--- config.mk ---
export PLATFORM = sky130hd
export DESIGN_NAME = slave_xbar_flat
export DESIGN_NICKNAME = d
export VERILOG_FILES = /design/src/hw/soc_pkg.sv /design/src/hw/mem_bus_if.sv /design/src/hw/slave_xbar.sv /design/src/flat_wrapper.sv
export SDC_FILE = /design/constraint.sdc
export NUM_CORES = 1
export LEC_CHECK = 0
export ABC_CLOCK_PERIOD_IN_PS = 4500
export CAP_MARGIN = 15
export CELL_PAD_IN_SITES_DETAIL_PLACEMENT = 1
export CELL_PAD_IN_SITES_GLOBAL_PLACEMENT = 1
export CORE_AREA = 2 2 227 229
export CTS_CLUSTER_SIZE = 28
export DETAILED_ROUTE_END_ITERATION = 8
export DIE_AREA = 0 0 229 231
export DONT_BUFFER_PORTS = 1
export PLACE_DENSITY_LB_ADDON = 0.1
export SETUP_SLACK_MARGIN = 0.2
export SYNTH_ARGS = -nofsm -noshare
export SYNTH_HDL_FRONTEND = slang
export SYNTH_SLANG_ARGS = --single-unit
--- constraint.sdc ---
create_clock -name clk -period 4.5 [get_ports clk]
set_clock_uncertainty 0.1 [all_clocks]
set_input_delay 0.45 -clock clk [delete_from_list [all_inputs] [get_ports clk]]
set_output_delay 0.45 -clock clk [all_outputs]
set_load 0.03 [all_outputs]
--- src/hw/soc_pkg.sv ---
`default_nettype none

package soc_pkg;

  // Bus widths.
  localparam int addr_w = 32;
  localparam int data_w = 32;
  localparam int strb_w = data_w / 8;

  // Address map.
  localparam logic [addr_w-1:0] clint_base = 32'h0200_0000;
  localparam logic [addr_w-1:0] clint_top  = 32'h0201_0000;
  localparam logic [addr_w-1:0] print_base = 32'h1000_0000;
  localparam logic [addr_w-1:0] print_top  = 32'h1000_1000;
  localparam logic [addr_w-1:0] bram_base  = 32'h8000_0000; // Top follows bram_depth.

  // CLINT register offsets. The 64-bit registers take the low word first.
  localparam logic [addr_w-1:0] clint_msip_off     = 32'h0000_0000;
  localparam logic [addr_w-1:0] clint_mtimecmp_off = 32'h0000_4000;
  localparam logic [addr_w-1:0] clint_mtime_off    = 32'h0000_BFF8;

  typedef enum logic [1:0] {
    sel_none  = 2'd0,
    sel_bram  = 2'd1,
    sel_print = 2'd2,
    sel_clint = 2'd3
  } slave_sel_e;

endpackage

`default_nettype wire

--- src/hw/mem_bus_if.sv ---
`timescale 1ns/100ps
`default_nettype none

interface mem_bus_if;

  logic                        valid;
  logic                        instr;
  logic [soc_pkg::addr_w-1:0]  addr;
  logic [soc_pkg::data_w-1:0]  wdata;
  logic [soc_pkg::strb_w-1:0]  wstrb; // Zero means read.
  logic [soc_pkg::data_w-1:0]  rdata;
  logic                        ready; // One cycle pulse.

  modport master (
    output valid, instr, addr, wdata, wstrb,
    input  rdata, ready
  );

  modport slave (
    input  valid, instr, addr, wdata, wstrb,
    output rdata, ready
  );

endinterface

`default_nettype wire

--- src/hw/slave_xbar.sv ---
`timescale 1ns/100ps
`default_nettype none

module slave_xbar (
  input  logic                       clk,
  input  logic                       rst,
  input  soc_pkg::slave_sel_e        i_sel_i,
  input  soc_pkg::slave_sel_e        d_sel_i,
  input  logic [soc_pkg::addr_w-1:0] i_rel_addr_i,
  input  logic [soc_pkg::addr_w-1:0] d_rel_addr_i,
  mem_bus_if.slave                   imem,
  mem_bus_if.slave                   dmem,
  mem_bus_if.master                  bram_bus,
  mem_bus_if.master                  print_bus,
  mem_bus_if.master                  clint_bus
);

  // Bit 0 is the RAM, bit 1 the console, bit 2 the CLINT.
  logic [2:0] own_i_q;
  logic [2:0] own_d_q;
  logic       null_i_q;
  logic       null_d_q;
  logic       i_new;
  logic       d_new;
  logic [2:0] i_req;
  logic [2:0] d_req;
  logic [2:0] i_gnt;
  logic [2:0] rdy;

  function automatic logic [soc_pkg::data_w:0] route_resp(
    input logic [2:0]                 own,
    input logic [2:0]                 ready,
    input logic [soc_pkg::data_w-1:0] bram_rdata,
    input logic [soc_pkg::data_w-1:0] print_rdata,
    input logic [soc_pkg::data_w-1:0] clint_rdata
  );
    logic [soc_pkg::data_w:0] resp;
    resp = '0;
    if (own[0]) begin
      resp = {ready[0], bram_rdata};
    end else if (own[1]) begin
      resp = {ready[1], print_rdata};
    end else if (own[2]) begin
      resp = {ready[2], clint_rdata};
    end
    return resp;
  endfunction

  // While its response is on the way a master still holds valid.
  // That request was already issued.
  assign i_new = imem.valid & ~(|own_i_q) & ~null_i_q;
  assign d_new = dmem.valid & ~(|own_d_q) & ~null_d_q;

  assign i_req[0] = i_new & (i_sel_i == soc_pkg::sel_bram);
  assign i_req[1] = i_new & (i_sel_i == soc_pkg::sel_print);
  assign i_req[2] = i_new & (i_sel_i == soc_pkg::sel_clint);
  assign d_req[0] = d_new & (d_sel_i == soc_pkg::sel_bram);
  assign d_req[1] = d_new & (d_sel_i == soc_pkg::sel_print);
  assign d_req[2] = d_new & (d_sel_i == soc_pkg::sel_clint);

  assign i_gnt = i_req & ~d_req; // Data master wins a shared slave.

  assign bram_bus.valid = d_req[0] | i_gnt[0];
  assign bram_bus.instr = d_req[0] ? dmem.instr : imem.instr;
  assign bram_bus.addr  = d_req[0] ? d_rel_addr_i : i_rel_addr_i;
  assign bram_bus.wdata = d_req[0] ? dmem.wdata : imem.wdata;
  assign bram_bus.wstrb = d_req[0] ? dmem.wstrb : imem.wstrb;

  assign print_bus.valid = d_req[1] | i_gnt[1];
  assign print_bus.instr = d_req[1] ? dmem.instr : imem.instr;
  assign print_bus.addr  = d_req[1] ? d_rel_addr_i : i_rel_addr_i;
  assign print_bus.wdata = d_req[1] ? dmem.wdata : imem.wdata;
  assign print_bus.wstrb = d_req[1] ? dmem.wstrb : imem.wstrb;

  assign clint_bus.valid = d_req[2] | i_gnt[2];
  assign clint_bus.instr = d_req[2] ? dmem.instr : imem.instr;
  assign clint_bus.addr  = d_req[2] ? d_rel_addr_i : i_rel_addr_i;
  assign clint_bus.wdata = d_req[2] ? dmem.wdata : imem.wdata;
  assign clint_bus.wstrb = d_req[2] ? dmem.wstrb : imem.wstrb;

  // Owner of the response that arrives in the next cycle.
  always_ff @(posedge clk) begin
    if (!rst) begin
      own_i_q  <= '0;
      own_d_q  <= '0;
      null_i_q <= 1'b0;
      null_d_q <= 1'b0;
    end else begin
      own_i_q  <= i_gnt;
      own_d_q  <= d_req;
      null_i_q <= i_new & (i_sel_i == soc_pkg::sel_none); // Unmapped.
      null_d_q <= d_new & (d_sel_i == soc_pkg::sel_none);
    end
  end

  assign rdy = {clint_bus.ready, print_bus.ready, bram_bus.ready};

  assign {imem.ready, imem.rdata} = null_i_q ? {1'b1, {soc_pkg::data_w{1'b0}}} :
    route_resp(own_i_q, rdy, bram_bus.rdata, print_bus.rdata, clint_bus.rdata);
  assign {dmem.ready, dmem.rdata} = null_d_q ? {1'b1, {soc_pkg::data_w{1'b0}}} :
    route_resp(own_d_q, rdy, bram_bus.rdata, print_bus.rdata, clint_bus.rdata);

endmodule

`default_nettype wire

--- src/flat_wrapper.sv ---
// flat-port wrapper written by rule: the top's interface ports become plain ports
module slave_xbar_flat 
  (clk, rst, i_sel_i, d_sel_i, i_rel_addr_i, d_rel_addr_i, imem_valid, imem_instr, imem_addr, imem_wdata, imem_wstrb, imem_rdata, imem_ready, dmem_valid, dmem_instr, dmem_addr, dmem_wdata, dmem_wstrb, dmem_rdata, dmem_ready, bram_bus_valid, bram_bus_instr, bram_bus_addr, bram_bus_wdata, bram_bus_wstrb, bram_bus_rdata, bram_bus_ready, print_bus_valid, print_bus_instr, print_bus_addr, print_bus_wdata, print_bus_wstrb, print_bus_rdata, print_bus_ready, clint_bus_valid, clint_bus_instr, clint_bus_addr, clint_bus_wdata, clint_bus_wstrb, clint_bus_rdata, clint_bus_ready);
  mem_bus_if imem_i ();
  mem_bus_if dmem_i ();
  mem_bus_if bram_bus_i ();
  mem_bus_if print_bus_i ();
  mem_bus_if clint_bus_i ();
  input  logic clk;
  input  logic rst;
  input  soc_pkg::slave_sel_e i_sel_i;
  input  soc_pkg::slave_sel_e d_sel_i;
  input  logic [soc_pkg::addr_w-1:0] i_rel_addr_i;
  input  logic [soc_pkg::addr_w-1:0] d_rel_addr_i;
  input wire logic [$bits(imem_i.valid)-1:0] imem_valid;
  input wire logic [$bits(imem_i.instr)-1:0] imem_instr;
  input wire logic [$bits(imem_i.addr)-1:0] imem_addr;
  input wire logic [$bits(imem_i.wdata)-1:0] imem_wdata;
  input wire logic [$bits(imem_i.wstrb)-1:0] imem_wstrb;
  output wire logic [$bits(imem_i.rdata)-1:0] imem_rdata;
  output wire logic [$bits(imem_i.ready)-1:0] imem_ready;
  input wire logic [$bits(dmem_i.valid)-1:0] dmem_valid;
  input wire logic [$bits(dmem_i.instr)-1:0] dmem_instr;
  input wire logic [$bits(dmem_i.addr)-1:0] dmem_addr;
  input wire logic [$bits(dmem_i.wdata)-1:0] dmem_wdata;
  input wire logic [$bits(dmem_i.wstrb)-1:0] dmem_wstrb;
  output wire logic [$bits(dmem_i.rdata)-1:0] dmem_rdata;
  output wire logic [$bits(dmem_i.ready)-1:0] dmem_ready;
  output wire logic [$bits(bram_bus_i.valid)-1:0] bram_bus_valid;
  output wire logic [$bits(bram_bus_i.instr)-1:0] bram_bus_instr;
  output wire logic [$bits(bram_bus_i.addr)-1:0] bram_bus_addr;
  output wire logic [$bits(bram_bus_i.wdata)-1:0] bram_bus_wdata;
  output wire logic [$bits(bram_bus_i.wstrb)-1:0] bram_bus_wstrb;
  input wire logic [$bits(bram_bus_i.rdata)-1:0] bram_bus_rdata;
  input wire logic [$bits(bram_bus_i.ready)-1:0] bram_bus_ready;
  output wire logic [$bits(print_bus_i.valid)-1:0] print_bus_valid;
  output wire logic [$bits(print_bus_i.instr)-1:0] print_bus_instr;
  output wire logic [$bits(print_bus_i.addr)-1:0] print_bus_addr;
  output wire logic [$bits(print_bus_i.wdata)-1:0] print_bus_wdata;
  output wire logic [$bits(print_bus_i.wstrb)-1:0] print_bus_wstrb;
  input wire logic [$bits(print_bus_i.rdata)-1:0] print_bus_rdata;
  input wire logic [$bits(print_bus_i.ready)-1:0] print_bus_ready;
  output wire logic [$bits(clint_bus_i.valid)-1:0] clint_bus_valid;
  output wire logic [$bits(clint_bus_i.instr)-1:0] clint_bus_instr;
  output wire logic [$bits(clint_bus_i.addr)-1:0] clint_bus_addr;
  output wire logic [$bits(clint_bus_i.wdata)-1:0] clint_bus_wdata;
  output wire logic [$bits(clint_bus_i.wstrb)-1:0] clint_bus_wstrb;
  input wire logic [$bits(clint_bus_i.rdata)-1:0] clint_bus_rdata;
  input wire logic [$bits(clint_bus_i.ready)-1:0] clint_bus_ready;
  assign imem_i.valid = imem_valid;
  assign imem_i.instr = imem_instr;
  assign imem_i.addr = imem_addr;
  assign imem_i.wdata = imem_wdata;
  assign imem_i.wstrb = imem_wstrb;
  assign imem_rdata = imem_i.rdata;
  assign imem_ready = imem_i.ready;
  assign dmem_i.valid = dmem_valid;
  assign dmem_i.instr = dmem_instr;
  assign dmem_i.addr = dmem_addr;
  assign dmem_i.wdata = dmem_wdata;
  assign dmem_i.wstrb = dmem_wstrb;
  assign dmem_rdata = dmem_i.rdata;
  assign dmem_ready = dmem_i.ready;
  assign bram_bus_valid = bram_bus_i.valid;
  assign bram_bus_instr = bram_bus_i.instr;
  assign bram_bus_addr = bram_bus_i.addr;
  assign bram_bus_wdata = bram_bus_i.wdata;
  assign bram_bus_wstrb = bram_bus_i.wstrb;
  assign bram_bus_i.rdata = bram_bus_rdata;
  assign bram_bus_i.ready = bram_bus_ready;
  assign print_bus_valid = print_bus_i.valid;
  assign print_bus_instr = print_bus_i.instr;
  assign print_bus_addr = print_bus_i.addr;
  assign print_bus_wdata = print_bus_i.wdata;
  assign print_bus_wstrb = print_bus_i.wstrb;
  assign print_bus_i.rdata = print_bus_rdata;
  assign print_bus_i.ready = print_bus_ready;
  assign clint_bus_valid = clint_bus_i.valid;
  assign clint_bus_instr = clint_bus_i.instr;
  assign clint_bus_addr = clint_bus_i.addr;
  assign clint_bus_wdata = clint_bus_i.wdata;
  assign clint_bus_wstrb = clint_bus_i.wstrb;
  assign clint_bus_i.rdata = clint_bus_rdata;
  assign clint_bus_i.ready = clint_bus_ready;
  slave_xbar u_core (.clk(clk), .rst(rst), .i_sel_i(i_sel_i), .d_sel_i(d_sel_i), .i_rel_addr_i(i_rel_addr_i), .d_rel_addr_i(d_rel_addr_i), .imem(imem_i), .dmem(dmem_i), .bram_bus(bram_bus_i), .print_bus(print_bus_i), .clint_bus(clint_bus_i));
endmodule
# --- Word-level counts from Yosys, hierarchy flattened ---
# Index checks and enable logic that the tools add are counted.
word_totals:
  ff_bits: 8
  inputBits: 309
  out_inout_bits: 276
op_classes:
  n_eq_ne: 6
  mux: 20
  bitwise: 21
  n_reduce_logical: 4
ops:
  columns: ["op", "n"]
  rows:
  - ["$mux 33", 8]
  - ["$mux 32", 6]
  - ["$and 1x1->1", 12]
  - ["$mux 4", 3]
  - ["$eq 2x2->1 const B", 4]
  - ["$reduce_or 3->1", 2]
  - ["$eq 2x1->1 const B", 2]
  - ["$logic_not 2->1", 2]
  - ["$not 1->1", 4]
  - ["$and 3x3->3", 1]
  - ["$mux 1", 3]
  - ["$not 3->3", 1]
  - ["$or 1x1->1", 3]

# --- Longest topological paths before layout ---
logic_depth:
  word_depth: 8
  ltp_mapped: 6

# --- Worst setup path after synthesis ---
# Ideal clock, no wire load.
synth_path:
  path_kind: "register to output"
  start: "register u_core.own_i_q[1]"
  end: "output imem_rdata[10]"
  arrival_time_ns: 1.834
  required_ns: 3.950
  setup_slack_ns: 2.116
  stages_incl_launch_ff: 7
  cell_sequence: "dfxtp_1 -> clkbuf_1 -> nor2b_1 -> clkbuf_1 -> clkbuf_1 -> a221oi_1 -> nor3_1"
synth_between:
  elab_chain_len: 3
synth_lines:
  columns: ["element", "line", "rtl"]
  rows:
  - ["from (decl)", "slave_xbar.sv:19", "logic [2:0] own_i_q;"]
  - ["from (signal assigned)", "slave_xbar.sv:89", "own_i_q <= i_gnt;"]
  - ["$mux 33", "slave_xbar.sv:41", "end else if (own[1]) begin"]
  - ["$mux 33", "slave_xbar.sv:39", "if (own[0]) begin"]
  - ["$mux 33", "slave_xbar.sv:98", "assign {imem.ready, imem.rdata} = null_i_q ? {1'b1, {soc_pkg::data_w{1'b0}}} :"]
  - ["to (decl)", "flat_wrapper.sv:20", "output wire logic [$bits(imem_i.rdata)-1:0] imem_rdata;"]
# Every way passes these cells.

# --- Worst setup path after layout ---
layout_path:
  start: "register u_core.own_d_q[1]"
  end: "output dmem_rdata[11]"
layout_between:
  elab_chain_len: 3
layout_lines:
  columns: ["element", "line", "rtl"]
  rows:
  - ["from (decl)", "slave_xbar.sv:20", "logic [2:0] own_d_q;"]
  - ["from (signal assigned)", "slave_xbar.sv:90", "own_d_q <= d_req;"]
  - ["$mux 33", "slave_xbar.sv:41", null]
  - ["$mux 33", "slave_xbar.sv:39", null]
  - ["$mux 33", "slave_xbar.sv:100", "assign {dmem.ready, dmem.rdata} = null_d_q ? {1'b1, {soc_pkg::data_w{1'b0}}} :"]
  - ["to (decl)", "flat_wrapper.sv:27", "output wire logic [$bits(dmem_i.rdata)-1:0] dmem_rdata;"]
# Every way passes these cells.

==> metrics.md <==
| Metric | Value |
|---|---|
| Post-synthesis mux area share | 54.0% |
| CTS tree | done |
| Mapped Cells | 500 |
| Max-Cap Viols | 0 |
| Post-synthesis async set-or-reset flop share | 0% |
| CP Max Fanout | 34 |
| Post-detail-place hpwl | 23.5 mm |
| Filler Cells Inserted | 6080 |
| Drt wl/cell | 24.6 microns |
| Clk root buf | clkbuf_16 |
| Clk pin slew, worst setup/hold paths | 0.04 ns |
| Pwr/cell area | 183 mW/mm^2 |
| DRT Pass-1 Iters | 4 |
| CP Launch Type | flip-flop |
| Synth Area in Simple Gates | 20.5% |
| Core ar. | 0.0507 sq mm |
| RSZ-0062 raised after global routing | no |
| Hold Buf Count CTS | 0 |
| Antenna cells | 0 |
| Mapped Area | 0.00455 sq mm |
| Antenna violations before repair | 0 |
| Die Y | 231 microns |
| Gr usage total | 9.76% |
| GR Overflow Total | 0 |
| Die footprint | 0.0529 sq mm |
| Main combinational cell family by area after synthesis | multiplexers |
| Clk buf depth | 2 |
| Prevailing post-synth register cell | dfxtp_1 |
| Final Wtd Congestion | 0.827 |
| Clk sink count | 8 |
| First-pass GRT wire length | 38.3 mm |
| Yosys warnings | 0 |
| Post-synthesis xor/xnor area fraction | 0% |
| Number of H-tree levels | 1 |
| Setup Viol. Count Final | 0 |
| Post-synthesis compound-gate area fraction | 13.4% |
| Routed Antenna Nets | 0 |
| Num rows | 83 |
| Iter 0 DRT Violations | 184 |
| Pins Over Slew Limit | 0 |
| Worst setup EP type | primary output |
| Post-Synth Adder-Cell Area | 0% |
| Post-CTS Resized | 0 |
| Fraction of layout cells with a size suffix above 1 | 52.5% |
| Max-slew headroom | 25.2% |
| Routed via count | 4427 |
| Total Wirelength | 28.3 mm |
| Area Overhead vs Synth | 16.4% |
| Vias in the first global route | 4734 |
| Hold Slack | 0.199 ns |
| Die width | 229 microns |
| Syn avg cell area | 9.10 sq um |
| Sequential fraction of the synthesis area | 3.52% |
| Post-route setup TNS | 0 ns |
| Hold Crit Class | in -> reg |
| Post-layout util | 10.5% |
| Count of cell types in the netlist | 21 |
| Initial core utilization | 8.98% |
| Top Ports | 585 |
| Post-synth EDFFs | 0 |
| Slew @ Worst Pin | 1.11 ns |
| CP Class | reg -> out |
| Largest net degree at the start of global routing | 72 |
| Vias/cell | 3.85 |
| Post-route minimum period | 3.03 ns |
| Final Instance Area | 0.00530 sq mm |
| Seq cells post-synth | 8 |
| Outcome | finished, final reports clean |
| Final cycle utilization of the critical path | 67.4% |
| Final hold vios | 0 |
| CP Data Required Time | 3.95 ns |
| Port bufs | 0 |
| Worst skew pair latency | 0.23 ns |
| Peak supply drop | 59.6 uV |
| Placed inst area | 0.00522 sq mm |
| Net count after synthesis | 809 |
| FMAX | 330 MHz |
| LEAKAGE | 1.63 nW |
| Post CTS Setup Buffer Count | 0 |
| DRC viols | 0 |
| Critical path arrival | 2.48 ns |
| CTS buffer count | 3 |
| Fin nets | 780 |
==> worst paths after layout <==
path,slack [ns],startpoint,cells after the start,end
setup / recovery,1.47,u_core.own_d_q[1],5,dmem_rdata[11]
hold / removal,0.20,i_sel_i[1],1,u_core.null_i_q
setup reg to reg,2.74,u_core.own_d_q[2],4,u_core.own_i_q[0]
hold reg to reg,0.53,u_core.null_i_q,3,u_core.own_i_q[0]
==> synthesized netlist by cell type (3+ instances only) <==
| library cell | n | area [sq um] |
|---|---|---|
| a221oi_1 | 66 | 578 |
| buf_6 | 22 | 248 |
| clkbuf_1 | 38 | 143 |
| dfxtp_1 | 8 | 160 |
| mux2_2 | 173 | 1950 |
| mux2_4 | 34 | 510 |
| nand2_1 | 3 | 11.3 |
| nor2b_1 | 68 | 425 |
| nor3_1 | 66 | 330 |
| nor3b_1 | 5 | 37.5 |
| o21ai_0 | 3 | 15.0 |
==> flip-flops by register name, summed over array words and instances (netlist names) <==
| register | cells |
|---|---|
| u_core.null_d_q | 1 |
| u_core.null_i_q | 1 |
| u_core.own_d_q | 3 |
| u_core.own_i_q | 3 |
==> worst max-delay path, stage by stage, from the launching register on <==
cell and delay, ns:
dfxtp_1 0.32, buf_4 0.28, nor2b_2 0.15, buf_4 0.42, a221oi_1 0.15, nor3_1 0.92
==> kinds of logic (layout without fill, tap and decap cells) <==
group,after synthesis,after routing
and+or+nand+nor,153,153
muxes,207,207
buffers and inverters,61,30
AOI/OAI and AO/OA,71,71
DFF,8,8
==> layout make-up <==
class | instances | area, sq um | share of cell area (%)
tap | 680 | 851 | 16.1
timing repair buffer | 27 | 203 | 3.83
clock buffer | 3 | 75.1 | 1.42
sequential | 8 | 163 | 3.07
multi-input combinational | 431 | 4010 | 75.6
==> layer usage <==
metal  part of all wire (%)  up-vias  global-route usage [%]
li1                       -     1886                       -
met1                     33     2191                    9.44
met2                     55      331                    19.4
met3                    9.5       19                    3.40
met4                    2.5        0                    2.52
met5                      0        -                       0
==> report_power, final <==
part / switching (mW) / total, mW / internal [mW]
sequential: 0.00402 / 0.0774 / 0.0734
clock: 0.0335 / 0.148 / 0.114
combinational: 0.540 / 0.743 / 0.202
==> through the flow <==
step | std cells | setup WS [ns] | power (mW)
2_1_floorplan | 500 | 2.12 | 0.734
5_1_grt | 1149 | 1.31 | 1.01
6_report | 1149 | 1.47 | 0.968
3_3_place_gp | 1146 | 1.58 | 0.837
4_1_cts | 1149 | 1.40 | 0.989
3_5_place_dp | 1146 | 1.55 | 0.835
==> cell usage in the layout (no fill, tap or decap) <==
master and n:
mux2_2 173, a221oi_1 66, nor2b_1 66, nor3_1 66, mux2_4 34, buf_4 27, dfxtp_1 6, nor3b_1 5
nand2_1 3, o21ai_0 3, clkbuf_16 3, nand4b_4 2, nand2b_1 2, o21bai_1 2, nand3_1 2, dfxtp_2 2
nor3b_4 1, nor2_2 1, nand4_4 1, nor2b_4 1, nor2b_2 1, nor4_1 1, nor2_1 1
No activity file was read; power rests on OpenSTA's default activity.
